--- src/verilog/flush_tracker.sv ---
`default_nettype none

module flush_tracker
(
   input wire clk,
   input wire reset,
   input wire flush_req_l1i,
   input wire flush_req_l1d,
   input wire l1i_flush_complete,
   input wire l1d_flush_complete,
   output logic in_flush_mode
);

   typedef enum logic [1:0] {
      FLUSH_IDLE,
      WAIT_FOR_L1D_L1I,
      GOT_L1D,
      GOT_L1I
   } flush_state_t;

   flush_state_t r_state, n_state;

   assign in_flush_mode = (r_state != FLUSH_IDLE);

   always_comb
   begin
      n_state = r_state;
      case (r_state)
         FLUSH_IDLE:
            if (flush_req_l1i && flush_req_l1d)
               n_state = WAIT_FOR_L1D_L1I;
            else if (flush_req_l1i)
               n_state = GOT_L1D;    // l1d not involved
            else if (flush_req_l1d)
               n_state = GOT_L1I;
         WAIT_FOR_L1D_L1I:
            if (l1d_flush_complete && l1i_flush_complete)
               n_state = FLUSH_IDLE;
            else if (l1d_flush_complete)
               n_state = GOT_L1D;
            else if (l1i_flush_complete)
               n_state = GOT_L1I;
         GOT_L1D:
            if (l1i_flush_complete)
               n_state = FLUSH_IDLE;
         GOT_L1I:
            if (l1d_flush_complete)
               n_state = FLUSH_IDLE;
         default:
            n_state = FLUSH_IDLE;
      endcase
   end

   always_ff @(posedge clk)
   begin
      if (reset)
         r_state <= FLUSH_IDLE;
      else
         r_state <= n_state;
   end

   // core waits for the flush before asking again
   a_no_nested_flush: assert property (@(posedge clk) disable iff (reset)
      in_flush_mode |-> !(flush_req_l1i || flush_req_l1d));

endmodule

`default_nettype wire

--- config.mk ---
export PLATFORM = sky130hd
export DESIGN_NAME = flush_tracker
export DESIGN_NICKNAME = d
export VERILOG_FILES = /design/src/verilog/flush_tracker.sv
export SDC_FILE = /design/constraint.sdc
export NUM_CORES = 1
export LEC_CHECK = 0
export ABC_AREA = 1
export BUFFER_PORTS_ARGS = -buffer_cell sky130_fd_sc_hd__buf_4
export CAP_MARGIN = 5
export CORE_AREA = 10 10 47 49
export CTS_CLUSTER_DIAMETER = 50
export DETAILED_ROUTE_END_ITERATION = 12
export DIE_AREA = 0 0 57 59
export PLACE_DENSITY_LB_ADDON = 0.25
export SLEW_MARGIN = 20
export SYNTH_ARGS = -nofsm -noshare
export SYNTH_HDL_FRONTEND = slang
export SYNTH_SLANG_ARGS = --single-unit
--- constraint.sdc ---
create_clock -name clk -period 2.2 [get_ports clk]
set_input_delay 0.22 -clock clk [delete_from_list [all_inputs] [get_ports clk]]
set_output_delay 0.22 -clock clk [all_outputs]
set_load 0.005 [all_outputs]
==> flow_summary.ini, run 1 <==
[outcome]
outcome = complete, no violations

[floorplanning]
pin_count = 7
core_sq_um = 1400
die_area_sq_um = 3360
row_count = 14
die_y_microns = 59
die_width_microns = 57
start_util = 0.142

[finish]
largest_register_ffs = 2
n_antenna_cell = 0
syn2layout_area_growth_pct = 44.0
reg_top3 = r_state: 2 flops
mostFrequentLayoutCells = inv_1 (10), nand2_1 (10), buf_4 (6)
regMostFlops = r_state
nets = 54
drive_above_1_share = 0.326
fin_area_sq_um = 287

[clock_tree]
cts_resized = 0
cts_max_path_buffers = 2
cts-htree-levels = 1
clock-sinks = 2
cts_tree = built
clk_pin_slew_ns = 0.03
cts-root-buf = clkbuf_4
ctsHoldBuffers = 0
post_cts_buffers = 0
worstSkewPairLatency_ns = 0.22
cts_made_buffers = 3

[pwr]
p_leak_nw = 0.176
ir_worst_vdd_mv = 0.313
switchingPower_w = 0.000129
swShare = 0.415
p_seq_frac = 0.238
power.internal_w = 0.000182
pwr-share-clk = 0.260
p_per_area_nw_per_um2 = 1090
comb_power_share = 0.502
total_power_w = 0.000312

[grt]
grt_pass1_vias = 211
grt_pass1_wl_microns = 772
grt_use_total = 0.0315
grt_overflow = 0
antenna_found_initial = 0
grt_max_degree = 7

[placement]
pre_cts_ws_ns = 1.15
gp_congestion = 0.719
dp_hpwl_microns = 377
placed_area_sq_um = 264
numPortBuffers = 6

[detailed_routing]
drc_errors = 0
via_per_inst = 3.45
final_antenna_net_count = 0
drt_iter0_drc = 5
dr.pass1.iters = 4
avgRoutedWirePerCell_microns = 7.53
vias = 214
route.final.wire_length_microns = 467

[yosys]
syn_nets = 43
syn_avg_cell_area_sq_um = 5.38
synth_top_area_frac = 0.201
synth_cell_types = 11
syn_area_sq_um = 199
synth_warnings = 0
synth_top_cell_by_area = dfxtp_1
synth_seq_area_share = 0.201
synth_area_leaders = dfxtp_1 (20%), inv_1 (19%), nand2_1 (19%)
synth-seq-cells = 2
synth_cells = 37

[sta]
fin_skew_ns = 0.00319
rsz0062_at_grt = no
final_hold_viol_count = 0
slew_violations = 0
max_freq_ghz = 0.847
maxSlewHeadroom = 0.851
setup_ws_ns = 1.02
fin_setup_tns_ns = 0
period_minus_slack_ns = 1.18
fin_crit_sh = 0.537
setup_violations = 0
tightestPinTransition_ns = 0.223

[flow_run]
drv_cap = 0

[critical_path]
cp_data_required_time_ns = 1.98
cp-end-kind = output port
crit_arrival_ns = 0.96
critical_path_class = register to output port
r2r_setup_slack_ns = 1.16
cp_max_fo = 6
startpoint_type = register

[worst_hold_path]
hold_class = input pin to register
-- power by group through the flow --
stage | sequential [W] | clock, W | combinational (W)
CTS | 0.0000741 | 0.0000874 | 0.000159
global placement | 0.0000750 | 0 | 0.000160
finish | 0.0000743 | 0.0000810 | 0.000156
global route | 0.0000773 | 0.0000879 | 0.000179
floorplan | 0.0000708 | 0 | 0.000116
detailed placement | 0.0000750 | 0 | 0.000159
-- per-layer routing --
layer  part of all wire  up-vias  track usage
met3              0.084        0       0.0172
met5                  0        -            0
met2               0.38        6       0.0310
met4                  0        0       0.0503
met1               0.53       82       0.0356
li1                   -      126            -
-- final timing paths --
path	to	cells past startpoint	start
worst max-delay path	in_flush_mode	3	r_state[0]$_SDFFE_PP0P_
worst min-delay path	r_state[1]$_SDFFE_PP0P_	4	reset
worst max register to register	r_state[0]$_SDFFE_PP0P_	6	r_state[0]$_SDFFE_PP0P_
worst min register to register	r_state[0]$_SDFFE_PP0P_	2	r_state[0]$_SDFFE_PP0P_
-- cells in the mapped netlist, drive strengths merged --
| cell | instances |
|---|---|
| nor2 | 4 |
| nand3 | 6 |
| nand2 | 12 |
| o21ai | 1 |
| a21oi | 1 |
| dfxtp | 2 |
| inv | 11 |
-- per-stage QoR --
stage          hold WS (ns)  utilization  cells
3_3_place_gp          0.475        0.188     59
5_1_grt               0.250        0.204     62
3_5_place_dp          0.476        0.188     59
4_1_cts               0.234        0.204     62
2_1_floorplan         0.364            -     37
6_report              0.242        0.204     62
-- final cells by class --
class / instances / area (sq um)
clock buffers: 3 / 22.5
multi-input cells: 24 / 118
fillers: 178 / 1110
flip-flops and latches: 2 / 40.0
well taps: 16 / 20.0
repair buffers: 6 / 45.0
inverters: 11 / 41.3
-- cell families after synthesis --
group                  synth area share
and+or+nand+nor                   0.541
buffers and inverters             0.208
DFF                               0.201
AOI/OAI and AO/OA                0.0503
-- critical path: stages (launching register included) --
cell     delay [ns]
dfxtp_1        0.35
nor2_2         0.20
inv_1          0.06
buf_4          0.13
No activity file was read; power rests on OpenSTA's default activity.
==> inputs of run 2 (changes only) <==
Clock period 2.2 ns to 1.02 ns, I/O delays scaled along.
==> run 2 against run 1 <==
Effect of this change: non-clock buffer count is 1 higher; first-iteration DRC count is 20% higher; sequential power grew to 2.5 times the previous value; register-to-register slack worse by 1.1 ns; setup slack worse by 0.97 ns; die area stayed put.
==> flow_summary.ini, run 2 (same netlist as run 1, synthesis figures left out) <==
[detailed_routing]
drt_iter0_drc = 6
via_per_inst = 3.56
avgRoutedWirePerCell_microns = 7.43
vias = 224
dr.pass1.iters = 4
route.final.wire_length_microns = 468
final_antenna_net_count = 0
drc_errors = 0

[grt]
grt_pass1_wl_microns = 696
grt_max_degree = 7
grt_use_total = 0.0289
grt_overflow = 0
antenna_found_initial = 0
grt_pass1_vias = 199

[critical_path]
max_stage_delay_ns = 0.36
cpLargestDelayFamily = flip-flops
startpoint_type = register
cp_data_required_time_ns = 0.92
cpMaxStageDelayCell = dfxtp_4
cp_num_buf_inv = 2
crit_chain = nor2_4, inv_2, buf_4
cp-end-kind = output port
cp_max_fo = 6
critical_path_class = register to output port
crit_arrival_ns = 0.87

[finish]
drive_above_1_share = 0.447
fillers = 173
reg_top3 = r_state: 2 flops
largest_register_ffs = 2
nets = 55
syn2layout_area_growth_pct = 56.0
fin_area_sq_um = 310
n_antenna_cell = 0
mostFrequentLayoutCells = inv_1 (9), nand2_1 (9), buf_4 (7)
regMostFlops = r_state
multi_input_area_sq_um = 129
ff_latch_area_sq_um = 45.0

[clock_tree]
cts_made_buffers = 3
cts-htree-levels = 1
cts-root-buf = clkbuf_4
clock-sinks = 2
clk_pin_slew_ns = 0.03
cts_max_path_buffers = 2
ctsHoldBuffers = 0
worstSkewPairLatency_ns = 0.22
cts_tree = built

[outcome]
outcome = complete, no violations

[sta]
maxSlewHeadroom = 0.886
fin_crit_sh = 0.948
slew_violations = 0
setup_ws_ns = 0.0526
tightestPinTransition_ns = 0.170
setup_violations = 0
period_minus_slack_ns = 0.967
final_hold_viol_count = 0
max_freq_ghz = 1.03
fin_skew_ns = 0.000951
rsz0062_at_grt = no

[placement]
pre_cts_ws_ns = -0.0256
gp_congestion = 0.751
numPortBuffers = 6
placed_area_sq_um = 264

[floorplanning]
row_count = 14
die_width_microns = 57
start_util = 0.142
pin_count = 7
core_sq_um = 1400
die_area_sq_um = 3360
die_y_microns = 59

[worst_hold_path]
hold_class = input pin to register

[flow_run]
drv_cap = 0

[pwr]
p_leak_nw = 0.183
ir_worst_vdd_mv = 0.979
p_per_area_nw_per_um2 = 2420
run 2: timing repair:
| action | in CTS | in global routing |
|---|---|---|
| gates resized for setup | 3 | 4 |
| pin swaps | 0 | 1 |
| setup buffers | 0 | 1 |
| setup endpoints to repair | 2 | 3 |
run 2: layer usage:
layer  up-vias  global-route usage  routed length, microns  share of wire
met3         2              0.0258                      62           0.13
met5         -                   0                       0              0
met4         0              0.0403                      14          0.030
met1        86              0.0285                     226           0.48
met2         8              0.0295                     164           0.35
li1        128                   -                       -              -
run 2: stage by stage:
| stage | utilization | std cells | hold slack [ns] | total power, W | TNS, ns |
|---|---|---|---|---|---|
| after global routing | 0.221 | 63 | 0.116 | 0.000827 | 0 |
| after CTS | 0.210 | 62 | 0.106 | 0.000719 | 0 |
| final | 0.221 | 63 | 0.109 | 0.000752 | 0 |
| after global placement | 0.188 | 59 | 0.355 | 0.000506 | -0.0426 |
| after detailed placement | 0.188 | 59 | 0.354 | 0.000501 | -0.0256 |
| after floorplan | - | 37 | 0.246 | 0.000403 | 0 |
run 2: path summary, 6_finish.rpt:
check	startpoint	to	slack, ns	cells after the start
setup / recovery	r_state[0]$_SDFFE_PP0P_	in_flush_mode	0.05	3
hold / removal	reset	r_state[0]$_SDFFE_PP0P_	0.11	4
setup reg to reg	r_state[0]$_SDFFE_PP0P_	r_state[0]$_SDFFE_PP0P_	0.08	6
hold reg to reg	r_state[0]$_SDFFE_PP0P_	r_state[0]$_SDFFE_PP0P_	0.63	3
run 2: worst reg2reg max path: stages (launching register included):
cell	delay, ns
dfxtp_4	0.36
nor2_4	0.13
nand2_2	0.07
nand2_2	0.06
inv_2	0.05
a21oi_2	0.12
nor2_1	0.05
run 2: layout make-up:
cell class	instances	area share
Tap cell	16	0.0645
Inverter	11	0.133
Clock buffer	3	0.0726
Multi-Input combinational cell	24	0.415
Sequential cell	2	0.145
Timing Repair Buffer	7	0.169
run 2: where the power goes:
part | internal [W] | leakage [nW] | switching, W
logic | 0.000188 | 0.151 | 0.000203
clock network | 0.000130 | 0.0138 | 0.0000456
registers | 0.000127 | 0.0175 | 0.0000586
