===== config.mk =====
export PLATFORM = sky130hd
export DESIGN_NAME = l1i
export DESIGN_NICKNAME = d
export VERILOG_FILES = /design/src/verilog/machine_pkg.sv /design/src/verilog/mem_pkg.sv /design/src/verilog/l1i.sv
export SDC_FILE = /design/constraint.sdc
export NUM_CORES = 2
export LEC_CHECK = 0
export BUFFER_PORTS_ARGS = -buffer_cell sky130_fd_sc_hd__buf_2
export CAP_MARGIN = 20
export CELL_PAD_IN_SITES_DETAIL_PLACEMENT = 0
export CELL_PAD_IN_SITES_GLOBAL_PLACEMENT = 1
export CORE_MARGIN = 2
export CORE_UTILIZATION = 29
export DETAILED_ROUTE_END_ITERATION = 10
export PLACE_DENSITY = 0.61
export SLEW_MARGIN = 25
export SYNTH_ARGS = -nofsm -noshare
export SYNTH_HDL_FRONTEND = slang
export SYNTH_SLANG_ARGS = --single-unit

===== constraint.sdc =====
create_clock -name clk -period 11.9 [get_ports clk]
set_clock_uncertainty 0.1 [all_clocks]
set_input_delay 0.595 -clock clk [delete_from_list [all_inputs] [get_ports clk]]
set_output_delay 0.595 -clock clk [all_outputs]
set_load 0.03 [all_outputs]

===== src/verilog/machine_pkg.sv =====
`default_nettype none

package machine_pkg;

   localparam int M_WIDTH = 32;
   localparam int LG_CL_LEN = 4;    // 16-byte lines
   localparam int CL_LEN_BITS = 1 << (LG_CL_LEN + 3);
   localparam int LG_L1I_LINES = 4;
   localparam int LG_L1D_LINES = 4;
   localparam int L1I_TAG_BITS = M_WIDTH - LG_CL_LEN - LG_L1I_LINES;
   localparam int L1D_TAG_BITS = M_WIDTH - LG_CL_LEN - LG_L1D_LINES;

   typedef logic [M_WIDTH-1:0] addr_t;
   typedef logic [31:0] word_t;
   typedef logic [CL_LEN_BITS-1:0] line_t;

   typedef logic [LG_L1I_LINES-1:0] l1i_idx_t;
   typedef logic [LG_L1D_LINES-1:0] l1d_idx_t;
   typedef logic [L1I_TAG_BITS-1:0] l1i_tag_t;
   typedef logic [L1D_TAG_BITS-1:0] l1d_tag_t;

   typedef logic [63:0] counter_t;

endpackage

`default_nettype wire

===== src/verilog/mem_pkg.sv =====
`default_nettype none

package mem_pkg;

   localparam int LG_MEM_TAG_ENTRIES = 2;

   typedef logic [LG_MEM_TAG_ENTRIES-1:0] mem_tag_t;

   // fixed owner tags, visible on the memory port
   localparam mem_tag_t L1D_MEM_TAG = 2'd0;
   localparam mem_tag_t L1I_MEM_TAG = 2'd1;

   typedef enum logic [3:0] {
      MEM_LOAD_CL  = 4'd0,    // line refill
      MEM_STORE_CL = 4'd1     // line writeback
   } mem_opcode_t;

   typedef struct packed {
      machine_pkg::addr_t addr;
      machine_pkg::line_t store_data;
      mem_tag_t tag;
      mem_opcode_t opcode;
   } mem_req_t;

   typedef struct packed {
      machine_pkg::addr_t addr;
      machine_pkg::word_t store_data;
      logic is_store;
   } core_mem_req_t;

   typedef struct packed {
      machine_pkg::addr_t addr;
      machine_pkg::word_t load_data;    // old word on a store
   } core_mem_rsp_t;

   typedef struct packed {
      machine_pkg::addr_t pc;
      machine_pkg::word_t insn;
   } fetch_rsp_t;

endpackage

`default_nettype wire


===== src/verilog/l1i.sv =====
`default_nettype none

module l1i
(
   input wire clk,
   input wire reset,
   input wire fetch_valid,
   input wire machine_pkg::addr_t fetch_pc,
   input wire flush_req,
   input wire mem_rsp_valid,
   input wire machine_pkg::line_t mem_rsp_load_data,
   output logic fetch_ack,
   output logic fetch_rsp_valid,
   output mem_pkg::fetch_rsp_t fetch_rsp,
   output logic flush_complete,
   output logic mem_req_valid,
   output mem_pkg::mem_req_t mem_req,
   output machine_pkg::counter_t cache_accesses,
   output machine_pkg::counter_t cache_hits
);

   localparam int LINES = 1 << machine_pkg::LG_L1I_LINES;
   localparam int TAG_LSB = machine_pkg::LG_CL_LEN + machine_pkg::LG_L1I_LINES;

   typedef enum logic [1:0] {
      IDLE,
      MISS_WAIT,
      FLUSH_WALK
   } state_t;

   state_t r_state;
   machine_pkg::l1i_tag_t r_tag [LINES];
   machine_pkg::line_t r_data [LINES];
   logic [LINES-1:0] r_valid;
   machine_pkg::addr_t r_pc;
   machine_pkg::l1i_idx_t r_flush_idx;
   logic r_lookup;    // taken fetch waiting for its tag check
   logic r_flush_pend;

   machine_pkg::l1i_idx_t idx;
   machine_pkg::l1i_tag_t tag;
   logic [1:0] word_sel;
   logic hit;
   logic hit_now;
   logic fill;

   assign idx = machine_pkg::l1i_idx_t'(r_pc >> machine_pkg::LG_CL_LEN);
   assign tag = machine_pkg::l1i_tag_t'(r_pc >> TAG_LSB);
   assign word_sel = r_pc[machine_pkg::LG_CL_LEN-1:2];

   assign hit = r_valid[idx] && (r_tag[idx] == tag);
   assign hit_now = (r_state == IDLE) && r_lookup && hit;
   assign fill = (r_state == MISS_WAIT) && mem_rsp_valid;
   assign fetch_ack = (r_state == IDLE) && !r_lookup && !r_flush_pend && !flush_req;

   assign mem_req.addr = {r_pc[machine_pkg::M_WIDTH-1:machine_pkg::LG_CL_LEN],
                          {machine_pkg::LG_CL_LEN{1'b0}}};
   assign mem_req.store_data = '0;
   assign mem_req.tag = mem_pkg::L1I_MEM_TAG;
   assign mem_req.opcode = mem_pkg::MEM_LOAD_CL;

   always_ff @(posedge clk)
   begin
      if (reset)
      begin
         r_state <= IDLE;
         r_valid <= '0;
         r_lookup <= 1'b0;
         r_flush_pend <= 1'b0;
         r_flush_idx <= '0;
         fetch_rsp_valid <= 1'b0;
         flush_complete <= 1'b0;
         mem_req_valid <= 1'b0;
         cache_accesses <= '0;
         cache_hits <= '0;
      end
      else
      begin
         fetch_rsp_valid <= hit_now || fill;
         flush_complete <= 1'b0;
         mem_req_valid <= 1'b0;
         if (flush_req)
            r_flush_pend <= 1'b1;    // held over a miss
         case (r_state)
            IDLE:
            begin
               if (r_lookup)
               begin
                  if (hit)
                  begin
                     r_lookup <= 1'b0;
                     cache_hits <= cache_hits + 1'b1;
                  end
                  else
                  begin
                     r_state <= MISS_WAIT;
                     mem_req_valid <= 1'b1;
                  end
               end
               else if (flush_req || r_flush_pend)
               begin
                  r_state <= FLUSH_WALK;
                  r_flush_idx <= '0;
                  r_flush_pend <= 1'b0;
               end
               else if (fetch_valid && fetch_ack)
               begin
                  r_lookup <= 1'b1;
                  cache_accesses <= cache_accesses + 1'b1;
               end
            end
            MISS_WAIT:
               if (mem_rsp_valid)
               begin
                  r_valid[idx] <= 1'b1;
                  r_lookup <= 1'b0;
                  r_state <= IDLE;
               end
            FLUSH_WALK:
            begin
               r_valid[r_flush_idx] <= 1'b0;    // one line per cycle
               r_flush_idx <= r_flush_idx + 1'b1;
               if (r_flush_idx == '1)
               begin
                  flush_complete <= 1'b1;
                  r_state <= IDLE;
               end
            end
            default:
               r_state <= IDLE;
         endcase
      end
   end

   always_ff @(posedge clk)
   begin
      if (fetch_valid && fetch_ack)
         r_pc <= fetch_pc;
      if (fill)
      begin
         r_data[idx] <= mem_rsp_load_data;
         r_tag[idx] <= tag;
      end
      fetch_rsp.pc <= r_pc;
      fetch_rsp.insn <= fill ? mem_rsp_load_data[{word_sel, 5'd0} +: 32]
                             : r_data[idx][{word_sel, 5'd0} +: 32];
   end

   // no taken fetch is left pending while the walk clears lines
   a_no_fetch_in_flush: assert property (@(posedge clk) disable iff (reset)
      (r_state == FLUSH_WALK) |-> !r_lookup);

endmodule

`default_nettype wire


==> flow_summary.yaml <==
floorplanning:
  start_util_pct: 29.1
  dieWidth_um: 607
  die_y_um: 607
  boundaryPins: 527
  fp-row-count: 221
  dieArea_um2: 369000
  coreArea_um2: 362000
critical_path:
  critPathArrivalTime_ns: 6.76
  cp_max_fo: 50
  worst_r2r_path_depth: 10
  worstSetupStartpointType: "flip-flop"
  required_ns: 12.58
  regToRegEndpoint: "cache_hits[40]"
  path_class: "reg2reg"
  worst_setup_path_end_kind: "flip-flop"
  regToRegSetupSlack_ns: 5.82
placement:
  globalplace.congestion: 0.734
  dp_hpwl_mm: 153
  portBuffers: 388
  dp_cells: 10100
  place_area_um2: 113000
  dp_slack_ns: 5.61
clock_network:
  clk_pin_slew_ns: 0.06
  clockRootBuffer: "clkbuf_16"
  cts_buffers: 302
  h-tree-depth: 5
  cts_tree: "done"
  ctsLongestPathBuffers: 4
  insertion_delay_ns: 0.92
  post_cts_buffers: 0
  cts_hold_buf: 162
  cts.repair.resized: 0
  clock-sinks: 2687
drt:
  via_count: 52900
  initialDrtViolationCount: 5102
  routed_wl_mm: 282
  dr.pass1.iters: 5
  wl_per_cell_um: 26.1
  ant_nets: 0
  via_per_inst: 4.90
  drc: 0
sta:
  final.period_utilization_pct: 51.1
  hold_violations: 0
  rsz0062_at_grt: "false"
  period_needed_ns: 6.08
  drv_slew: 0
  max-slew-margin-rel_pct: 24.5
  post-route-worst-setup-slack_ns: 5.82
  fmax_mhz: 164
  worst_hold_slack_ns: 0.181
  setup_viol: 0
  setup-tns-final_ns: 0
  tightest_slew_ns: 1.12
synthesis:
  postSynthAreaPerCell_um2: 20.8
  netlist_area_um2: 106000
  yosys.cell_types.count: 75
  ys_top_cells_by_count: "edfxtp_1, mux4_2, dfxtp_1, nand2_1, nor2_1"
  synth_ff_type: "edfxtp_1"
  ys_seq_area_share_pct: 74.4
  yosysTopAreaCellShare_pct: 70.1
  yosys.area.top_type: "edfxtp_1"
  synthCells: 5061
  synth_edf_count: 2464
  synth.most_common_cell: "edfxtp_1"
  synthTopCellsByArea: "edfxtp_1, mux4_2, dfxtp_1, buf_4, nand2_1"
  ys_async_sr_fraction_pct: 0
  yosys_warnings: 0
  ys_seq_elements: 2687
grt:
  grt.overflow.total: 0
  grt_max_degree: 141
  grt_pass1_vias: 53600
  track_usage_pct: 15.0
  grt_pass1_wl_mm: 398
  antenna_found_initial: 79
worst_hold_path:
  min_from: "fetch_valid"
  whs_endpoint: "r_lookup"
  hold_class: "in2reg"
  hold_depth: 3
run_status:
  outcome: "completed"
final_layout:
  final_nets: 5916
  synthToLayoutAreaGrowth_pct: 17.7
  final_cells: 10800
  final_cell_area_um2: 124000
  fin_util_pct: 34.3
  drive_above_1_share_pct: 30.2
run:
  drv_cap: 0
power_and_ir_drop:
  p_leak_nw: 39.7
  power_mw: 21.1
  ir_drop_v: 0.000130
  p_per_area_nw_per_um2: 170
-- where the power goes --
group	switching [mW]	internal, mW	total, mW
Sequential	0.0822	10.3	10.4
Combinational	0.913	0.696	1.61
Clock	3.83	5.27	9.10
Total	4.83	16.3	21.1
-- cells by family after synthesis --
group,synth area share [%]
xor+xnor,0.623
mux,17.7
simple gates,3.68
flops,74.4
buf+inv,2.38
fa+ha+maj,0.0711
other cells,0.00712
compound gates,1.18
-- worst max-delay path by stage --
stage	startpoint	end
finish	flip-flop	cache_hits[40]
global route	flip-flop	cache_hits[46]
global placement	flip-flop	cache_hits[11]
CTS	flip-flop	cache_hits[14]
floorplan	r_state[0]	r_valid[3]
detailed placement	flip-flop	cache_hits[14]
-- per-layer routing --
layer	GRT usage, %	part of all wire, %	vias up
met2	24.9	49	1967
met4	3.94	2.5	34
met5	0	0.074	-
met3	2.89	6.6	451
met1	20.0	42	28500
li1	-	-	22000
-- area by class of cell --
class | instances | area, um^2
multi-input cells | 2065 | 25200
clock inverters | 153 | 1510
diodes | 20 | 50.0
fillers | 34000 | 238000
inverters | 26 | 104
clock buffers | 386 | 8120
repair buffers | 663 | 4700
flip-flops and latches | 2687 | 78500
well taps | 4794 | 6000
-- layout by cell type, fill, tap and decap left out, types with 20 or more instances in the layout --
| cell | Yosys | final |
|---|---|---|
| conb_1 | 2 | 138 |
| and3_1 | 25 | 25 |
| edfxtp_1 | 2464 | 2464 |
| a21oi_1 | 45 | 45 |
| nor2_1 | 193 | 181 |
| mux2_2 | 37 | 37 |
| buf_2 | 84 | 387 |
| diode_2 | 0 | 20 |
| nor3_1 | 35 | 30 |
| clkinv_1 | 1 | 52 |
| clkbuf_1 | 126 | 61 |
| and2_1 | 23 | 23 |
| inv_1 | 24 | 22 |
| o21ai_0 | 27 | 27 |
| nand4_1 | 31 | 31 |
| a211oi_1 | 22 | 22 |
| mux2i_1 | 59 | 59 |
| mux2_1 | 45 | 45 |
| dfxtp_1 | 223 | 219 |
| nand2_1 | 204 | 204 |
| buf_4 | 174 | 89 |
| clkinv_2 | 0 | 40 |
| nor4_1 | 31 | 30 |
| xor2_1 | 46 | 46 |
| clkbuf_16 | 0 | 305 |
| dlygate4sd3_1 | 0 | 162 |
| mux4_2 | 762 | 762 |
| xnor2_1 | 29 | 29 |
| nor2b_1 | 76 | 76 |
| a22oi_1 | 20 | 20 |
| nor3_2 | 23 | 24 |
| nand3_1 | 51 | 51 |
-- sequential cells by signal, summed over array words and instances, names as in the netlist, 2 cells and up, named ones only --
signal and cells:
fetch_rsp 64, r_tag 384, r_state 2, r_flush_idx 4, r_valid 16, r_data 2048
cache_hits 64, r_pc 32, cache_accesses 64
-- critical path, stage by stage (launching register included) --
cell	delay, ns
dfxtp_4	0.82
buf_4	0.74
buf_4	0.83
mux4_2	0.61
mux2i_1	0.14
mux2i_1	0.11
xor2_1	0.25
nor4_4	0.58
nand4_2	0.83
nor4_1	0.54
mux2_1	0.36
Power figures use the tool's default switching activity.
