File: src/verilog/machine_pkg.sv
`default_nettype none

package machine_pkg;

   localparam int M_WIDTH = 32;
   localparam int LG_CL_LEN = 4;    // 16-byte lines
   localparam int CL_LEN_BITS = 1 << (LG_CL_LEN + 3);
   localparam int LG_L1I_LINES = 4;
   localparam int LG_L1D_LINES = 4;
   localparam int L1I_TAG_BITS = M_WIDTH - LG_CL_LEN - LG_L1I_LINES;
   localparam int L1D_TAG_BITS = M_WIDTH - LG_CL_LEN - LG_L1D_LINES;

   typedef logic [M_WIDTH-1:0] addr_t;
   typedef logic [31:0] word_t;
   typedef logic [CL_LEN_BITS-1:0] line_t;

   typedef logic [LG_L1I_LINES-1:0] l1i_idx_t;
   typedef logic [LG_L1D_LINES-1:0] l1d_idx_t;
   typedef logic [L1I_TAG_BITS-1:0] l1i_tag_t;
   typedef logic [L1D_TAG_BITS-1:0] l1d_tag_t;

   typedef logic [63:0] counter_t;

endpackage

`default_nettype wire
File: src/verilog/mem_pkg.sv
`default_nettype none

package mem_pkg;

   localparam int LG_MEM_TAG_ENTRIES = 2;

   typedef logic [LG_MEM_TAG_ENTRIES-1:0] mem_tag_t;

   // fixed owner tags, visible on the memory port
   localparam mem_tag_t L1D_MEM_TAG = 2'd0;
   localparam mem_tag_t L1I_MEM_TAG = 2'd1;

   typedef enum logic [3:0] {
      MEM_LOAD_CL  = 4'd0,    // line refill
      MEM_STORE_CL = 4'd1     // line writeback
   } mem_opcode_t;

   typedef struct packed {
      machine_pkg::addr_t addr;
      machine_pkg::line_t store_data;
      mem_tag_t tag;
      mem_opcode_t opcode;
   } mem_req_t;

   typedef struct packed {
      machine_pkg::addr_t addr;
      machine_pkg::word_t store_data;
      logic is_store;
   } core_mem_req_t;

   typedef struct packed {
      machine_pkg::addr_t addr;
      machine_pkg::word_t load_data;    // old word on a store
   } core_mem_rsp_t;

   typedef struct packed {
      machine_pkg::addr_t pc;
      machine_pkg::word_t insn;
   } fetch_rsp_t;

endpackage

`default_nettype wire

File: src/verilog/l1d.sv
`default_nettype none

module l1d
(
   input wire clk,
   input wire reset,
   input wire core_mem_req_valid,
   input wire mem_pkg::core_mem_req_t core_mem_req,
   input wire flush_req,
   input wire mem_rsp_valid,
   input wire machine_pkg::line_t mem_rsp_load_data,
   output logic core_mem_req_ack,
   output logic core_mem_rsp_valid,
   output mem_pkg::core_mem_rsp_t core_mem_rsp,
   output logic flush_complete,
   output logic mem_req_valid,
   output mem_pkg::mem_req_t mem_req,
   output machine_pkg::counter_t cache_accesses,
   output machine_pkg::counter_t cache_hits
);

   localparam int LINES = 1 << machine_pkg::LG_L1D_LINES;
   localparam int TAG_LSB = machine_pkg::LG_CL_LEN + machine_pkg::LG_L1D_LINES;

   typedef enum logic [2:0] {
      IDLE,
      WB_WAIT,
      REFILL_WAIT,
      FLUSH_SCAN,
      FLUSH_WB_WAIT
   } state_t;

   state_t r_state;
   machine_pkg::l1d_tag_t r_tag [LINES];
   machine_pkg::line_t r_data [LINES];
   logic [LINES-1:0] r_valid;
   logic [LINES-1:0] r_dirty;
   mem_pkg::core_mem_req_t r_req;
   machine_pkg::l1d_idx_t r_flush_idx;
   logic r_lookup;
   logic r_flush_pend;

   machine_pkg::l1d_idx_t idx;       // line of the current request
   machine_pkg::l1d_idx_t wb_idx;    // line going out to memory
   machine_pkg::l1d_tag_t tag;
   logic [1:0] word_sel;
   logic accept;
   logic hit;
   logic hit_now;
   logic fill;
   logic line_we;
   logic flush_step;
   machine_pkg::line_t line_in;
   machine_pkg::line_t line_new;
   machine_pkg::word_t old_word;

   assign idx = machine_pkg::l1d_idx_t'(r_req.addr >> machine_pkg::LG_CL_LEN);
   assign tag = machine_pkg::l1d_tag_t'(r_req.addr >> TAG_LSB);
   assign word_sel = r_req.addr[machine_pkg::LG_CL_LEN-1:2];
   assign wb_idx = (r_state == WB_WAIT) ? idx : r_flush_idx;

   assign core_mem_req_ack = (r_state == IDLE) && !r_lookup && !r_flush_pend && !flush_req;
   assign accept = core_mem_req_valid && core_mem_req_ack;
   assign hit = r_valid[idx] && (r_tag[idx] == tag);
   assign hit_now = (r_state == IDLE) && r_lookup && hit;
   assign fill = (r_state == REFILL_WAIT) && mem_rsp_valid;
   assign line_we = fill || (hit_now && r_req.is_store);
   // clean lines pass in one cycle, dirty ones after their writeback
   assign flush_step = ((r_state == FLUSH_SCAN) && !(r_valid[r_flush_idx] && r_dirty[r_flush_idx]))
                       || ((r_state == FLUSH_WB_WAIT) && mem_rsp_valid);

   always_comb
   begin
      line_in = fill ? mem_rsp_load_data : r_data[idx];
      old_word = line_in[{word_sel, 5'd0} +: 32];
      line_new = line_in;
      if (r_req.is_store)
         line_new[{word_sel, 5'd0} +: 32] = r_req.store_data;
   end

   assign mem_req.addr = (r_state == REFILL_WAIT)
                         ? {r_req.addr[machine_pkg::M_WIDTH-1:machine_pkg::LG_CL_LEN],
                            {machine_pkg::LG_CL_LEN{1'b0}}}
                         : {r_tag[wb_idx], wb_idx, {machine_pkg::LG_CL_LEN{1'b0}}};
   assign mem_req.store_data = r_data[wb_idx];
   assign mem_req.tag = mem_pkg::L1D_MEM_TAG;
   assign mem_req.opcode = (r_state == REFILL_WAIT) ? mem_pkg::MEM_LOAD_CL
                                                    : mem_pkg::MEM_STORE_CL;

   always_ff @(posedge clk)
   begin
      if (reset)
      begin
         r_state <= IDLE;
         r_valid <= '0;
         r_dirty <= '0;
         r_lookup <= 1'b0;
         r_flush_pend <= 1'b0;
         r_flush_idx <= '0;
         core_mem_rsp_valid <= 1'b0;
         flush_complete <= 1'b0;
         mem_req_valid <= 1'b0;
         cache_accesses <= '0;
         cache_hits <= '0;
      end
      else
      begin
         core_mem_rsp_valid <= hit_now || fill;
         flush_complete <= 1'b0;
         mem_req_valid <= 1'b0;
         if (flush_req)
            r_flush_pend <= 1'b1;
         if (line_we)
         begin
            r_valid[idx] <= 1'b1;
            r_dirty[idx] <= r_req.is_store;
         end
         case (r_state)
            IDLE:
            begin
               if (r_lookup)
               begin
                  if (hit)
                  begin
                     r_lookup <= 1'b0;
                     cache_hits <= cache_hits + 1'b1;
                  end
                  else
                  begin
                     // dirty victim goes out before the refill
                     r_state <= (r_valid[idx] && r_dirty[idx]) ? WB_WAIT : REFILL_WAIT;
                     mem_req_valid <= 1'b1;
                  end
               end
               else if (flush_req || r_flush_pend)
               begin
                  r_state <= FLUSH_SCAN;
                  r_flush_idx <= '0;
                  r_flush_pend <= 1'b0;
               end
               else if (accept)
               begin
                  r_lookup <= 1'b1;
                  cache_accesses <= cache_accesses + 1'b1;
               end
            end
            WB_WAIT:
               if (mem_rsp_valid)
               begin
                  r_state <= REFILL_WAIT;
                  mem_req_valid <= 1'b1;
               end
            REFILL_WAIT:
               if (mem_rsp_valid)
               begin
                  r_lookup <= 1'b0;
                  r_state <= IDLE;
               end
            FLUSH_SCAN:
               if (!flush_step)
               begin
                  r_state <= FLUSH_WB_WAIT;
                  mem_req_valid <= 1'b1;
               end
            default:
               ;
         endcase
         if (flush_step)
         begin
            r_valid[r_flush_idx] <= 1'b0;
            r_dirty[r_flush_idx] <= 1'b0;
            r_flush_idx <= r_flush_idx + 1'b1;
            r_state <= (r_flush_idx == '1) ? IDLE : FLUSH_SCAN;
            flush_complete <= (r_flush_idx == '1);
         end
      end
   end

   always_ff @(posedge clk)
   begin
      if (accept)
         r_req <= core_mem_req;
      if (line_we)
      begin
         r_data[idx] <= line_new;
         r_tag[idx] <= tag;
      end
      core_mem_rsp.addr <= r_req.addr;
      core_mem_rsp.load_data <= old_word;
   end

   // no taken request is pending while the flush walks the lines
   a_no_accept_in_flush: assert property (@(posedge clk) disable iff (reset)
      (r_state == FLUSH_SCAN || r_state == FLUSH_WB_WAIT) |-> !r_lookup);

endmodule

`default_nettype wire

File: config.mk
export PLATFORM = sky130hd
export DESIGN_NAME = l1d
export DESIGN_NICKNAME = d
export VERILOG_FILES = /design/src/verilog/machine_pkg.sv /design/src/verilog/mem_pkg.sv /design/src/verilog/l1d.sv
export SDC_FILE = /design/constraint.sdc
export NUM_CORES = 2
export LEC_CHECK = 0
export BUFFER_PORTS_ARGS = -buffer_cell sky130_fd_sc_hd__buf_2
export CAP_MARGIN = 15
export CORE_UTILIZATION = 41
export DETAILED_ROUTE_END_ITERATION = 12
export HOLD_SLACK_MARGIN = 0.12
export PLACE_DENSITY = 0.68
export SLEW_MARGIN = 20
export SYNTH_ARGS = -nofsm -noshare
export SYNTH_HDL_FRONTEND = slang
export SYNTH_SLANG_ARGS = --single-unit
File: constraint.sdc
create_clock -name clk -period 16.21 [get_ports clk]
set_input_delay 1.621 -clock clk [delete_from_list [all_inputs] [get_ports clk]]
set_output_delay 1.621 -clock clk [all_outputs]
set_load 0.03 [all_outputs]
==> impl_metrics.ini <==
[sta]
finalSetupViolCount = 0
skew_ns = 0.0797
fin_crit_ns = 8.81
slew_violations = 0
fin_tns_setup_ns = 0
fmax_mhz = 113
rsz0062_at_grt = no
final_hold_viol_count = 0
worst-slew-pin-transition_ns = 1.24
setup_ws_ns = 7.40
slew_headroom = 0.152
post-route-period-util = 0.544

[global_routing]
first_global_vias = 78500
gr-usage-met2 = 0.402
use_met1 = 0.343
grtUsageMet3 = 0.0702
grt_overflow = 0
grt_antenna_before_repair = 79
grt_max_degree = 153
grt_first_pass_wirelength_mm = 591
top_usage_layer = met2
grt_usage = 0.267

[die]
ios = 560
die_h_microns = 557
fp.coreArea_sq_um = 306000
start_util = 0.413
dieArea_sq_um = 311000
fp.dieW_microns = 557
row_count = 203

[yosys]
synth_seq_area_share = 0.631
yosys_warnings = 0
synth_ff_type = edfxtp_1
ys_types = 81
postSynthCellCount = 7233
synthArstFlopShare = 0
yosys-top-cells-area = edfxtp_1 59%, mux4_2 24%, dfxtp_1 3.8%, nand2_1 2.9%, mux2i_1 1.7%
synth_top_area_cell = edfxtp_1
netlist.area_leader.share = 0.593
postSynthAreaPerCell_sq_um = 17.5
synth_edf_count = 2497
netlist_area_sq_um = 127000
synth-seq-cells = 2737

[clocking]
root_buffer = clkbuf_16
postCtsSetupBuffers = 0
cts_tree = done
clock_path_buffers = 4
htree_levels = 5
clock_sinks = 2737
cts_resized = 0
clkLatencyLatePin_ns = 0.95
cts_hold_buf = 0
cts_buffers = 304
clk_pin_slew_ns = 0.06

[worst_setup_path]
crit_fanout = 63
cpPeakStageDelay_ns = 0.95
cp_slowest_cell = mux2i_4
required_ns = 14.59
cp-startpoint = r_state[0]
crit_path_frequent_cell = buf_4
cp.arrival_ns = 7.19
cp-start-kind = register
critical_path_class = register to primary output
critPathCaptureType = primary output
path_cells = nand2_1 -> nor2_1 -> buf_4 -> mux2i_4 -> buf_4 -> buf_4 -> buf_4 -> mux4_2 -> nand2_1 -> and3_1 -> a31oi_1 -> buf_2

[routing]
postRouteAntennaNets = 0
routedWlPerCell_microns = 34.7
drc = 0
vias = 80100
first_iter_violations = 11800
first_pass_iters = 7
vias_per_cell = 6.57
routed_wl_mm = 423

[layout]
seqCellArea_sq_um = 79800
finalNetCount = 8014
fin_cells = 12200
final_layout_size_suffix_gt1_frac = 0.332
stdcell_area_sq_um = 144000
fin_util = 0.472
final_common_cell = edfxtp_1
syn2layout_area_growth_pct = 14.2
multi_input_area_sq_um = 44600
fill_cells = 25500
layout_common_cells = 2497 x edfxtp_1, 1328 x mux4_2, 982 x nand2_1, 549 x buf_2, 309 x clkbuf_16

[place]
place_area_sq_um = 135000
place_congestion = 0.891
place_inst = 11600
portBuffers = 550
post-place-ws_ns = 7.48
dpl.hpwl_mm = 251

[power_and_ir_drop]
p_leak_nw = 48.7
pwr_density_cell_nw_per_um2 = 161
ir_worst_vdd_mv = 0.101

[flow_run]
maxCapViolations = 0

[worst_hold_path]
hold_path.class = register to register
holdCritStartpoint = r_req[34]

[outcome]
status = complete, no violations
==> routing by layer <==
| layer | part of all wire | routed length (microns) |
|---|---|---|
| met5 | 0.00020 | 86 |
| met4 | 0.072 | 30600 |
| met3 | 0.12 | 50100 |
| met2 | 0.45 | 192000 |
| met1 | 0.35 | 150000 |
==> layout make-up <==
class                      instances  area share
timing repair buffer             796      0.0338
clock inverter                   162      0.0103
tap                             4100      0.0355
antenna                           53    0.000918
multi-input combinational       3904       0.309
sequential                      2737       0.552
clock buffer                     389      0.0565
inverter                          62     0.00170
==> worst paths after layout <==
| check | end | slack, ns | cells past startpoint |
|---|---|---|---|
| worst min register to register | core_mem_rsp[33] | 0.35 | 0 |
| worst max register to register | r_data[2][51] | 7.41 | 16 |
| worst min-delay path | core_mem_rsp[33] | 0.35 | 0 |
| worst max-delay path | mem_req[21] | 7.40 | 12 |
==> cell usage after synthesis, types with 14 or more instances <==
| cell | instances |
|---|---|
| edfxtp_1 | 2497 |
| mux4_2 | 1328 |
| nand2_1 | 983 |
| clkbuf_1 | 356 |
| dfxtp_1 | 240 |
| o21ai_0 | 229 |
| mux2i_1 | 214 |
| and3_1 | 153 |
| buf_1 | 141 |
| nand3_1 | 131 |
| a31oi_1 | 130 |
| nor2_1 | 124 |
| a21oi_1 | 81 |
| inv_1 | 60 |
| or3_1 | 55 |
| xor2_1 | 52 |
| nand4_1 | 35 |
| nor3_1 | 34 |
| nor2b_1 | 32 |
| xnor2_1 | 32 |
| a22oi_1 | 26 |
| mux2_2 | 25 |
| a311oi_1 | 24 |
| and2_1 | 19 |
| buf_4 | 19 |
| o21a_1 | 18 |
| or4_1 | 14 |
==> cell families (layout without fill, tap and decap cells) <==
family,after synthesis,in the layout,synth area share
AO/OA/AOI/OAI,579,579,0.0278
XOR/XNOR,84,84,0.00582
adder cells (fa/ha/maj),11,11,0.00109
buffers and inverters,600,1409,0.0191
flip-flops,2737,2737,0.631
multiplexers,1571,1571,0.256
other,1,62,0.0000296
AND/OR/NAND/NOR,1650,1650,0.0592
==> per-stage QoR <==
step	total power, mW	hold WS, ns
finish	23.3	0.349
global route	24.0	0.360
CTS	23.3	0.347
detailed placement	16.6	0.333
global placement	16.4	0.324
floorplan	13.7	0.323
==> critical path: cells and delay by family, from the launching register on <==
family / cells / cell delay [ns]
AND/OR/NAND/NOR: 4 / 0.52
AO/OA/AOI/OAI: 1 / 0.54
flip-flops: 1 / 0.55
multiplexers: 2 / 1.32
buffers and inverters: 5 / 3.18
==> registers in the layout, indices dropped and copies added, names as in the netlist, 3 cells and up, named ones only <==
| name | cells |
|---|---|
| r_state | 3 |
| core_mem_rsp | 64 |
| cache_accesses | 64 |
| r_flush_idx | 4 |
| cache_hits | 64 |
| r_valid | 16 |
| r_dirty | 16 |
| r_tag | 384 |
| idx | 4 |
| r_data | 2048 |
| r_req | 61 |
==> report_power, final <==
group / internal [mW] / switching [mW] / leakage, nW / total [mW]
Sequential: 8.83 / 0.265 / 24.5 / 9.09
Clock: 3.90 / 2.89 / 4.70 / 6.79
Combinational: 2.65 / 4.77 / 19.5 / 7.43
Total: 15.4 / 7.93 / 48.7 / 23.3
(Power assumes the default switching activity.)
