**src/verilog/machine_pkg.sv**
```systemverilog
`default_nettype none

package machine_pkg;

   localparam int M_WIDTH = 32;
   localparam int LG_CL_LEN = 4;    // 16-byte lines
   localparam int CL_LEN_BITS = 1 << (LG_CL_LEN + 3);
   localparam int LG_L1I_LINES = 4;
   localparam int LG_L1D_LINES = 4;
   localparam int L1I_TAG_BITS = M_WIDTH - LG_CL_LEN - LG_L1I_LINES;
   localparam int L1D_TAG_BITS = M_WIDTH - LG_CL_LEN - LG_L1D_LINES;

   typedef logic [M_WIDTH-1:0] addr_t;
   typedef logic [31:0] word_t;
   typedef logic [CL_LEN_BITS-1:0] line_t;

   typedef logic [LG_L1I_LINES-1:0] l1i_idx_t;
   typedef logic [LG_L1D_LINES-1:0] l1d_idx_t;
   typedef logic [L1I_TAG_BITS-1:0] l1i_tag_t;
   typedef logic [L1D_TAG_BITS-1:0] l1d_tag_t;

   typedef logic [63:0] counter_t;

endpackage

`default_nettype wire
```
**src/verilog/mem_pkg.sv**
```systemverilog
`default_nettype none

package mem_pkg;

   localparam int LG_MEM_TAG_ENTRIES = 2;

   typedef logic [LG_MEM_TAG_ENTRIES-1:0] mem_tag_t;

   // fixed owner tags, visible on the memory port
   localparam mem_tag_t L1D_MEM_TAG = 2'd0;
   localparam mem_tag_t L1I_MEM_TAG = 2'd1;

   typedef enum logic [3:0] {
      MEM_LOAD_CL  = 4'd0,    // line refill
      MEM_STORE_CL = 4'd1     // line writeback
   } mem_opcode_t;

   typedef struct packed {
      machine_pkg::addr_t addr;
      machine_pkg::line_t store_data;
      mem_tag_t tag;
      mem_opcode_t opcode;
   } mem_req_t;

   typedef struct packed {
      machine_pkg::addr_t addr;
      machine_pkg::word_t store_data;
      logic is_store;
   } core_mem_req_t;

   typedef struct packed {
      machine_pkg::addr_t addr;
      machine_pkg::word_t load_data;    // old word on a store
   } core_mem_rsp_t;

   typedef struct packed {
      machine_pkg::addr_t pc;
      machine_pkg::word_t insn;
   } fetch_rsp_t;

endpackage

`default_nettype wire

```
**src/verilog/mem_arbiter.sv**
```systemverilog
`default_nettype none

module mem_arbiter
(
   input wire clk,
   input wire reset,
   input wire l1i_mem_req_valid,
   input wire mem_pkg::mem_req_t l1i_mem_req,
   input wire l1d_mem_req_valid,
   input wire mem_pkg::mem_req_t l1d_mem_req,
   input wire ext_mem_rsp_valid,
   output logic l1i_mem_rsp_valid,
   output logic l1d_mem_rsp_valid,
   output logic ext_mem_req_valid,
   output mem_pkg::mem_req_t ext_mem_req
);

   typedef enum logic [1:0] {
      IDLE,
      GNT_L1D,
      GNT_L1I
   } state_t;

   state_t r_state, n_state;
   logic r_l1d_req, n_l1d_req;    // latched request pulses
   logic r_l1i_req, n_l1i_req;
   logic r_last_gnt, n_last_gnt;    // set when the l1i was served last

   assign ext_mem_req_valid = (r_state != IDLE);
   assign ext_mem_req = (r_state == GNT_L1I) ? l1i_mem_req : l1d_mem_req;
   assign l1d_mem_rsp_valid = (r_state == GNT_L1D) && ext_mem_rsp_valid;
   assign l1i_mem_rsp_valid = (r_state == GNT_L1I) && ext_mem_rsp_valid;

   always_comb
   begin
      n_state = r_state;
      n_last_gnt = r_last_gnt;
      n_l1d_req = r_l1d_req || l1d_mem_req_valid;
      n_l1i_req = r_l1i_req || l1i_mem_req_valid;
      case (r_state)
         IDLE:
            if (n_l1d_req && n_l1i_req)
               n_state = r_last_gnt ? GNT_L1D : GNT_L1I;
            else if (n_l1d_req)
               n_state = GNT_L1D;
            else if (n_l1i_req)
               n_state = GNT_L1I;
         GNT_L1D:
         begin
            n_last_gnt = 1'b0;
            n_l1d_req = 1'b0;
            if (ext_mem_rsp_valid)
               n_state = IDLE;
         end
         GNT_L1I:
         begin
            n_last_gnt = 1'b1;
            n_l1i_req = 1'b0;
            if (ext_mem_rsp_valid)
               n_state = IDLE;
         end
         default:
            n_state = IDLE;
      endcase
   end

   always_ff @(posedge clk)
   begin
      if (reset)
      begin
         r_state <= IDLE;
         r_last_gnt <= 1'b0;
         r_l1d_req <= 1'b0;
         r_l1i_req <= 1'b0;
      end
      else
      begin
         r_state <= n_state;
         r_last_gnt <= n_last_gnt;
         r_l1d_req <= n_l1d_req;
         r_l1i_req <= n_l1i_req;
      end
   end

   // granted request holds until memory answers
   a_req_held: assert property (@(posedge clk) disable iff (reset)
      ext_mem_req_valid && !ext_mem_rsp_valid |=> ext_mem_req_valid && $stable(ext_mem_req));

endmodule

`default_nettype wire

```
**config.mk**
```make
export PLATFORM = sky130hd
export DESIGN_NAME = mem_arbiter
export DESIGN_NICKNAME = d
export VERILOG_FILES = /design/src/verilog/machine_pkg.sv /design/src/verilog/mem_pkg.sv /design/src/verilog/mem_arbiter.sv
export SDC_FILE = /design/constraint.sdc
export NUM_CORES = 1
export LEC_CHECK = 0
export BUFFER_PORTS_ARGS = -buffer_cell sky130_fd_sc_hd__buf_4
export CORE_AREA = 2 2 195 197
export DETAILED_ROUTE_END_ITERATION = 10
export DIE_AREA = 0 0 197 199
export PLACE_DENSITY_LB_ADDON = 0.05
export RECOVER_POWER = 25
export SETUP_SLACK_MARGIN = 0.5
export SLEW_MARGIN = 20
export SYNTH_ARGS = -nofsm -noshare
export SYNTH_HDL_FRONTEND = slang
export SYNTH_SLANG_ARGS = --single-unit
```
**constraint.sdc**
```tcl
create_clock -name clk -period 1.5 [get_ports clk]
set_input_delay 0.3 -clock clk [delete_from_list [all_inputs] [get_ports clk]]
set_output_delay 0.3 -clock clk [all_outputs]
set_load 0.03 [all_outputs]
```
==> results of run 1 <==
[critical path: stages, from the launching register on]
cell and delay [ps]:
dfxtp_2 330, inv_2 50, ha_4 180, buf_4 140, buf_12 140, clkbuf_16 160
mux2_4 300, buf_6 140
[cell type report]
type	count	area share, %
diodes	2	0.0640
clock buffers	4	1.01
inverters	4	0.256
multi-input cells	188	31.5
flip-flops and latches	5	1.31
well taps	474	7.58
repair buffers	541	58.3
[what timing repair did]
item / 4_1_cts / 5_1_grt
setup buffers: 6 / 3
cloned: 3 / 2
setup endpoints to repair: 174 / 174
gates resized for setup: 75 / 69
pin swaps: 7 / 3
[metrics by stage]
step	instances	setup WS, ps	setup TNS [ps]
2_1_floorplan	216	-113	-14380
3_3_place_gp	1198	-310	-34710
5_1_grt	1218	-550	-80290
6_report	1218	-485	-70200
3_5_place_dp	1198	-316	-35930
4_1_cts	1211	-523	-75730
[registers in the layout (all words and copies together) (netlist names)]
signal	cells
r_l1d_req	1
r_state	2
r_last_gnt	1
r_l1i_req	1
[synth_stat cells (2+ instances only)]
cell type and instances:
nor2_1 2, buf_6 12, mux2_2 50, mux2_1 116
dfxtp_1 5, inv_1 4, a31oi_1 2, nand3_1 2
ha_1 3, buf_2 6, nand2_1 2
[cell families (layout without fill, tap and decap cells)]
logic type               after synthesis  in the layout
AND/OR/NAND/NOR                       14             14
multiplexers                         167            167
buffers and inverters                 23            549
adder cells (fa/ha/maj)                3              3
flip-flops                             5              5
other                                  0              2
AO/OA/AOI/OAI                          4              4
[final timing paths]
| path | slack (ps) | cells past startpoint | end | start |
|---|---|---|---|---|
| min reg2reg | 520 | 2 | r_last_gnt | r_last_gnt |
| max reg2reg | -80 | 7 | r_state[0] | r_state[0] |
| min | 290 | 2 | r_l1i_req | reset |
| max | -480 | 7 | ext_mem_req[24] | r_state[0] |
[report_power, final]
group          leakage (nW)  internal (W)  switching, W  total (W)
clock network        0.0382      0.000352     0.0000892   0.000442
registers            0.0420      0.000154     0.0000147   0.000169
logic                  3.82       0.00316       0.00289    0.00604
[metal layers]
metal	up-vias	track usage (%)	wire [um]
li1	1870	-	-
met1	1852	8.97	7020
met2	269	20.8	12900
met3	8	4.48	2630
met4	0	1.23	68
met5	-	0	0
==> impl_metrics.toml, run 1 <==
[synth]
synth_top_family_by_area = "multiplexers"
synth-compound-area-share_pct = 1.40
synth_mux_area_share_pct = 81.0
syn_area_mm2 = 0.00232
synth.avg_cell_area_um2 = 10.7
synth_xor_area_share_pct = 0
synthAdderAreaFrac_pct = 1.62
yosysWarnings = 0
synth_area_leaders = "mux2_1 (56%), mux2_2 (24%), buf_6 (5.8%)"
synth.distinct_cells = 23
synth_nets = 556
yosysTopAreaCellShare_pct = 56.3
synth-simple-area-share_pct = 3.61
synth-edff-count = 0
synth_top_area_cell = "mux2_1"
syn_inst = 216
ys_seq_area_share_pct = 4.31
ys_async_sr_fraction_pct = 0
synth-main-ff-cell = "dfxtp_1"
ys_seq_elements = 5

[routing]
drc = 0
vias = 3999
wl_per_cell_um = 18.6
drt-pass1-iter-count = 4
via_per_inst = 3.28
antenna_left = 0
drt_iter0_markers = 53
wl_um = 22600

[pwr]
power_w = 0.00665
irDropWorstVdd_v = 0.000280
leakagePower_nw = 3.90
p_per_area_mw_per_mm2 = 850

[setup_path]
endpoint_kind = "output pin"
critical_path_required_ps = 1200
cp.arrival_ps = 1680
critPathLaunchType = "register"
timing_worst_setup_path_type = "register to output pin"
worstPathMaxFanout = 6

[clock_network]
cts_buffers = 3
cts_sinks = 5
hold_buffers = 0
clockBufferDepth = 2
cts-root-buf = "clkbuf_16"
cts_tree = "done"
path_clk_slew_ps = 30
clkLatencyLatePin_ps = 230
htree_levels = 1

[sta]
drv_slew = 0
post-route-min-period_ps = 1980
worstMarginPinSlew_ps = 390
fmax_mhz = 504
slew_headroom_pct = 73.8
period_share_pct = 132
finalSetupViolations = 170
rsz0062_at_grt = "true"
fin_worst_skew_ps = 1.36
fin_ws_ps = -485
whs_ps = 286
timing.final.hold_violations = 0

[floorplan]
coreArea_mm2 = 0.0371
fp.dieW_um = 197
start_util_pct = 6.25
dieHeight_um = 199
io_pins = 506
die-area_mm2 = 0.0392
num_rows = 71

[global_route]
grt_usage_pct = 10.0
grt_max_degree = 28
antenna_found_initial = 3
grt_pass1_vias = 4144
gr-total-overflow = 0
grt_pass1_wl_um = 28200

[place]
place.gp.congestion = 0.799
port_buffers = 505
placed_area_mm2 = 0.00698
dp_hpwl_um = 19700

[layout]
final_area_mm2 = 0.00783
multi_input_area_mm2 = 0.00246
layout_common_cells = "buf_4 (450), mux2_4 (98), buf_6 (78)"
fill_cells = 4116
seqCellArea_um2 = 103
nets = 1083
areaGrowthSynthToFinish_pct = 237
post-route-util_pct = 21.1
final_common_cell = "buf_4"
drive_gt1_share_pct = 97.7

[worst_hold_path]
min_path_type = "input pin to register"

[status]
status = "complete, but fails checks"
violations = "setup timing"

[run]
maxCapViolations = 0
No activity file was read; power rests on OpenSTA's default activity.
==> run 2, diff against run 1 <==
- CORE_AREA: 2 2 195 197 -> 3 3 196 198
- DIE_AREA: 0 0 197 199 -> 0 0 199 201
==> run 2 against run 1 <==
Routed wire length is 0.61% higher. First-iteration DRC count is 11% higher. Maximum frequency is 0.31% higher. Count of clock-buffer cells in the layout stayed put. Design area is 7.5% higher. Critical endpoint is now ext_mem_req[153]. Clock skew hardly changed. The flow still finishes with violations (setup timing). Sequential power hardly changed. Via count is 1.3% higher.
==> impl_metrics.toml, run 2 (synthesized netlist as in run 1, its figures left out) <==
[layout]
fill_cells = 4022
multi_input_area_mm2 = 0.00259
post-route-util_pct = 22.9
areaGrowthSynthToFinish_pct = 262
nets = 1092
final_area_mm2 = 0.00841
largest_register_ffs = 2
drive_gt1_share_pct = 97.5
layout_common_cells = "buf_4 (365), buf_6 (163), mux2_4 (137)"
final_common_cell = "buf_4"
seqCellArea_um2 = 105
top_register = "r_state"

[clock_network]
cts_buffers = 3
cts_tree = "done"
clkLatencyLatePin_ps = 230
htree_levels = 1
cts-root-buf = "clkbuf_16"
clockBufferDepth = 2
path_clk_slew_ps = 30
hold_buffers = 0
cts_sinks = 5

[sta]
fin_worst_skew_ps = 1.73
finalSetupViolations = 170
slew_headroom_pct = 71.5
worstMarginPinSlew_ps = 423
post-route-min-period_ps = 1980
period_share_pct = 132
rsz0062_at_grt = "true"
drv_slew = 0
fin_ws_ps = -479
fmax_mhz = 505
timing.final.hold_violations = 0

[setup_path]
endpoint_kind = "output pin"
worstPathMaxFanout = 7
path_cells = "inv_2 > ha_4 > buf_12 > clkbuf_16 > clkbuf_16 > mux2_4 > buf_6"
cpPeakStageDelay_ps = 320
slowest_stage = "dfxtp_2"
timing_worst_setup_path_type = "register to output pin"
critPathLaunchType = "register"
cp.arrival_ps = 1680
worst_path_most_repeated_cell = "clkbuf_16"
critical_path_required_ps = 1200

[routing]
drt-pass1-iter-count = 4
drc = 0
via_per_inst = 3.32
wl_per_cell_um = 18.6
wl_um = 22800
antenna_left = 0
drt_iter0_markers = 59
vias = 4051

[floorplan]
fp.dieW_um = 199
die-area_mm2 = 0.0400
io_pins = 506
dieHeight_um = 201
start_util_pct = 6.32
num_rows = 70
coreArea_mm2 = 0.0367

[status]
violations = "setup timing"
status = "complete, but fails checks"

[pwr]
irDropWorstVdd_v = 0.000309
leakagePower_nw = 4.20
p_per_area_mw_per_mm2 = 854

[place]
port_buffers = 505
place.gp.congestion = 0.794
placed_area_mm2 = 0.00708
dp_hpwl_um = 20200
post-place-ws_ps = -253

[global_route]
grt_pass1_wl_um = 29400
antenna_found_initial = 2
grt_usage_pct = 9.84
gr-total-overflow = 0
grt_pass1_vias = 4485
grt_max_degree = 21

[worst_hold_path]
min_path_type = "input pin to register"

[run]
maxCapViolations = 0
-- run 2: layout make-up --
cell class              count  share of cell area [%]
inverters                   4                   0.238
flip-flops and latches      5                    1.25
diodes                      2                  0.0595
repair buffers            550                    59.7
clock buffers               4                   0.937
well taps                 468                    6.96
multi-input cells         188                    30.8
-- run 2: metrics by stage --
stage	cells	hold slack, ps	power (W)	setup TNS (ps)
3_5_place_dp	1200	493	0.00558	-32860
4_1_cts	1205	295	0.00639	-72260
5_1_grt	1221	291	0.00752	-78430
2_1_floorplan	216	362	0.00330	-14380
3_3_place_gp	1200	487	0.00561	-31830
6_report	1221	286	0.00718	-69460
-- run 2: critical path: cells and delay by family (launching register included) --
family | cells | cell delay (ps)
fa+ha+maj | 1 | 180
buf+inv | 5 | 650
flops | 1 | 320
mux | 1 | 300
-- run 2: power by group --
| part | switching, W | internal [W] |
|---|---|---|
| combinational | 0.00298 | 0.00359 |
| sequential | 0.0000135 | 0.000155 |
| clock | 0.0000869 | 0.000352 |
| total | 0.00308 | 0.00410 |
-- run 2: worst paths after layout --
path	startpoint	endpoint	slack, ps	cells past startpoint
hold reg to reg	r_last_gnt	r_last_gnt	490	2
hold / removal	reset	r_state[1]	290	2
setup / recovery	r_state[0]	ext_mem_req[153]	-480	7
setup reg to reg	r_state[1]	r_state[0]	-170	8
-- run 2: what timing repair did --
action                                  in CTS  in global routing
gates cloned                                 0                  3
gates resized for setup                     95                182
setup buffers                                1                 11
endpoints found under the hold margin        0                  0
pin swaps                                    3                  4
endpoints found under the setup margin     174                174
-- run 2: layer usage --
| metal | routed length, um | part of all wire, % | up-vias | track usage [%] |
|---|---|---|---|---|
| met3 | 2580 | 11 | 10 | 4.03 |
| met4 | 231 | 1.0 | 0 | 1.26 |
| li1 | - | - | 1890 | - |
| met2 | 13200 | 58 | 266 | 21.6 |
| met5 | 0 | 0 | - | 0 |
| met1 | 6730 | 30 | 1885 | 7.91 |
==> run 3, diff against run 2 <==
- MAX_ROUTING_LAYER: not set -> met4
==> run 3 against run 2 <==
The run still ends with setup timing left. Utilization is 0.082 points higher. Sequential cell count unchanged. Global-route usage increased by 0.29 points. Design area rose by 0.36%. Non-clock buffer count up 2. First-iteration DRC count up 12%. Total power is 0.44% higher. Sequential share of layout area barely moved. Die area unchanged.
==> impl_metrics.toml, run 3 (synthesized netlist as in run 1, its figures left out) <==
[layout]
largest_register_ffs = 2
nets = 1094
drive_gt1_share_pct = 97.5
post-route-util_pct = 23.0
finalNonFillerCells = 1223
layout_common_cells = "buf_4 (365), buf_6 (165), mux2_4 (139)"
final_common_cell = "buf_4"
areaGrowthSynthToFinish_pct = 264
top_register = "r_state"
fill_cells = 4025

[floorplan]
die-area_mm2 = 0.0400
dieHeight_um = 201
io_pins = 506
start_util_pct = 6.32
fp.dieW_um = 199
coreArea_mm2 = 0.0367
num_rows = 70

[sta]
worstMarginPinSlew_ps = 436
drv_slew = 0
post-route-min-period_ps = 1980
slew_headroom_pct = 70.6
fmax_mhz = 505
finalSetupViolations = 170
rsz0062_at_grt = "true"
tns_ps = -69470
fin_ws_ps = -478
period_share_pct = 132
timing.final.hold_violations = 0
fin_worst_skew_ps = 1.55
whs_ps = 289

[place]
port_buffers = 505
place.gp.congestion = 0.806
dp_hpwl_um = 20200
dp.cells = 1200

[setup_path]
cp_num_buf_inv = 5
timing_worst_setup_path_type = "register to output pin"
path_cells = "inv_2 > ha_4 > buf_12 > clkbuf_16 > clkbuf_16 > mux2_4 > buf_6"
cpPeakStageDelay_ps = 320
path_delay_family = "buffers and inverters"
slowest_stage = "dfxtp_2"
worst_path_most_repeated_cell = "clkbuf_16"
critical_path_required_ps = 1200
critPathLaunchType = "register"
endpoint_kind = "output pin"
worstPathMaxFanout = 7
cp.arrival_ps = 1680

[routing]
wl_per_cell_um = 18.7
antenna_left = 0
drt-pass1-iter-count = 4
vias = 4050
drt_iter0_markers = 66
drc = 0
via_per_inst = 3.31
wl_um = 22800

[global_route]
gr-total-overflow = 0
grt_usage_pct = 10.1
antenna_found_initial = 2
grt_max_degree = 21
grt_pass1_wl_um = 29300
grt_pass1_vias = 4508

[clock_network]
cts_tree = "done"
htree_levels = 1
cts_buffers = 3
cts-root-buf = "clkbuf_16"
path_clk_slew_ps = 30
clockBufferDepth = 2
cts_sinks = 5
clkLatencyLatePin_ps = 230

[status]
status = "complete, but fails checks"
violations = "setup timing"

[pwr]
leakagePower_nw = 4.22
p_per_area_mw_per_mm2 = 855
irDropWorstVdd_v = 0.000308

[worst_hold_path]
min_path_type = "input pin to register"

[run]
maxCapViolations = 0
run 3: cell types whose count changed in the layout (fill, tap and decap cells not counted):
cell and delta:
buf_6 +2, mux2_2 -2, mux2_4 +2
run 3: report_power, final:
group,switching [W],internal (W)
combinational,0.00299,0.00362
sequential,0.0000135,0.000155
clock,0.0000859,0.000352
run 3: final timing paths:
kind	start	end	slack (ps)	cells after the start
setup / recovery	r_state[0]	ext_mem_req[153]	-480	7
hold / removal	reset	r_state[1]	290	2
setup reg to reg	r_state[1]	r_state[0]	-170	8
hold reg to reg	r_last_gnt	r_last_gnt	500	2
run 3: timing repair:
action,4_1_cts,5_1_grt
hold buffers,0,0
setup buffers,1,13
endpoints found under the setup margin,174,174
resized for setup,95,186
cloned,0,3
pin swaps,3,4
run 3: metal layers:
metal	track usage, %	vias up	routed length, um
li1	-	1894	-
met1	8.21	1884	6920
met2	21.6	264	13300
met3	3.52	8	2410
met4	1.26	0	195
met5	-	-	0
run 3: cell type report:
| class | count | area (um^2) | area share, % |
|---|---|---|---|
| clock buffers | 4 | 78.8 | 0.934 |
| diodes | 2 | 5.00 | 0.0593 |
| flip-flops and latches | 5 | 105 | 1.25 |
| inverters | 4 | 20.0 | 0.237 |
| multi-input cells | 188 | 2600 | 30.8 |
| repair buffers | 552 | 5040 | 59.8 |
| well taps | 468 | 586 | 6.94 |
run 3: worst register-to-register path: stages, from the launching register on:
cell	delay, ps
dfxtp_4	350
buf_6	110
buf_6	100
buf_6	110
inv_4	60
ha_4	190
and2b_2	200
a2111o_1	340
a31oi_1	130
run 3: through the flow:
step / power [W] / area [um^2] / setup slack, ps
after floorplan: 0.00330 / 2530 / -113
after global placement: 0.00561 / 7080 / -237
after detailed placement: 0.00558 / 7080 / -253
after CTS: 0.00639 / 7530 / -497
after global routing: 0.00755 / 8440 / -523
final: 0.00721 / 8440 / -478
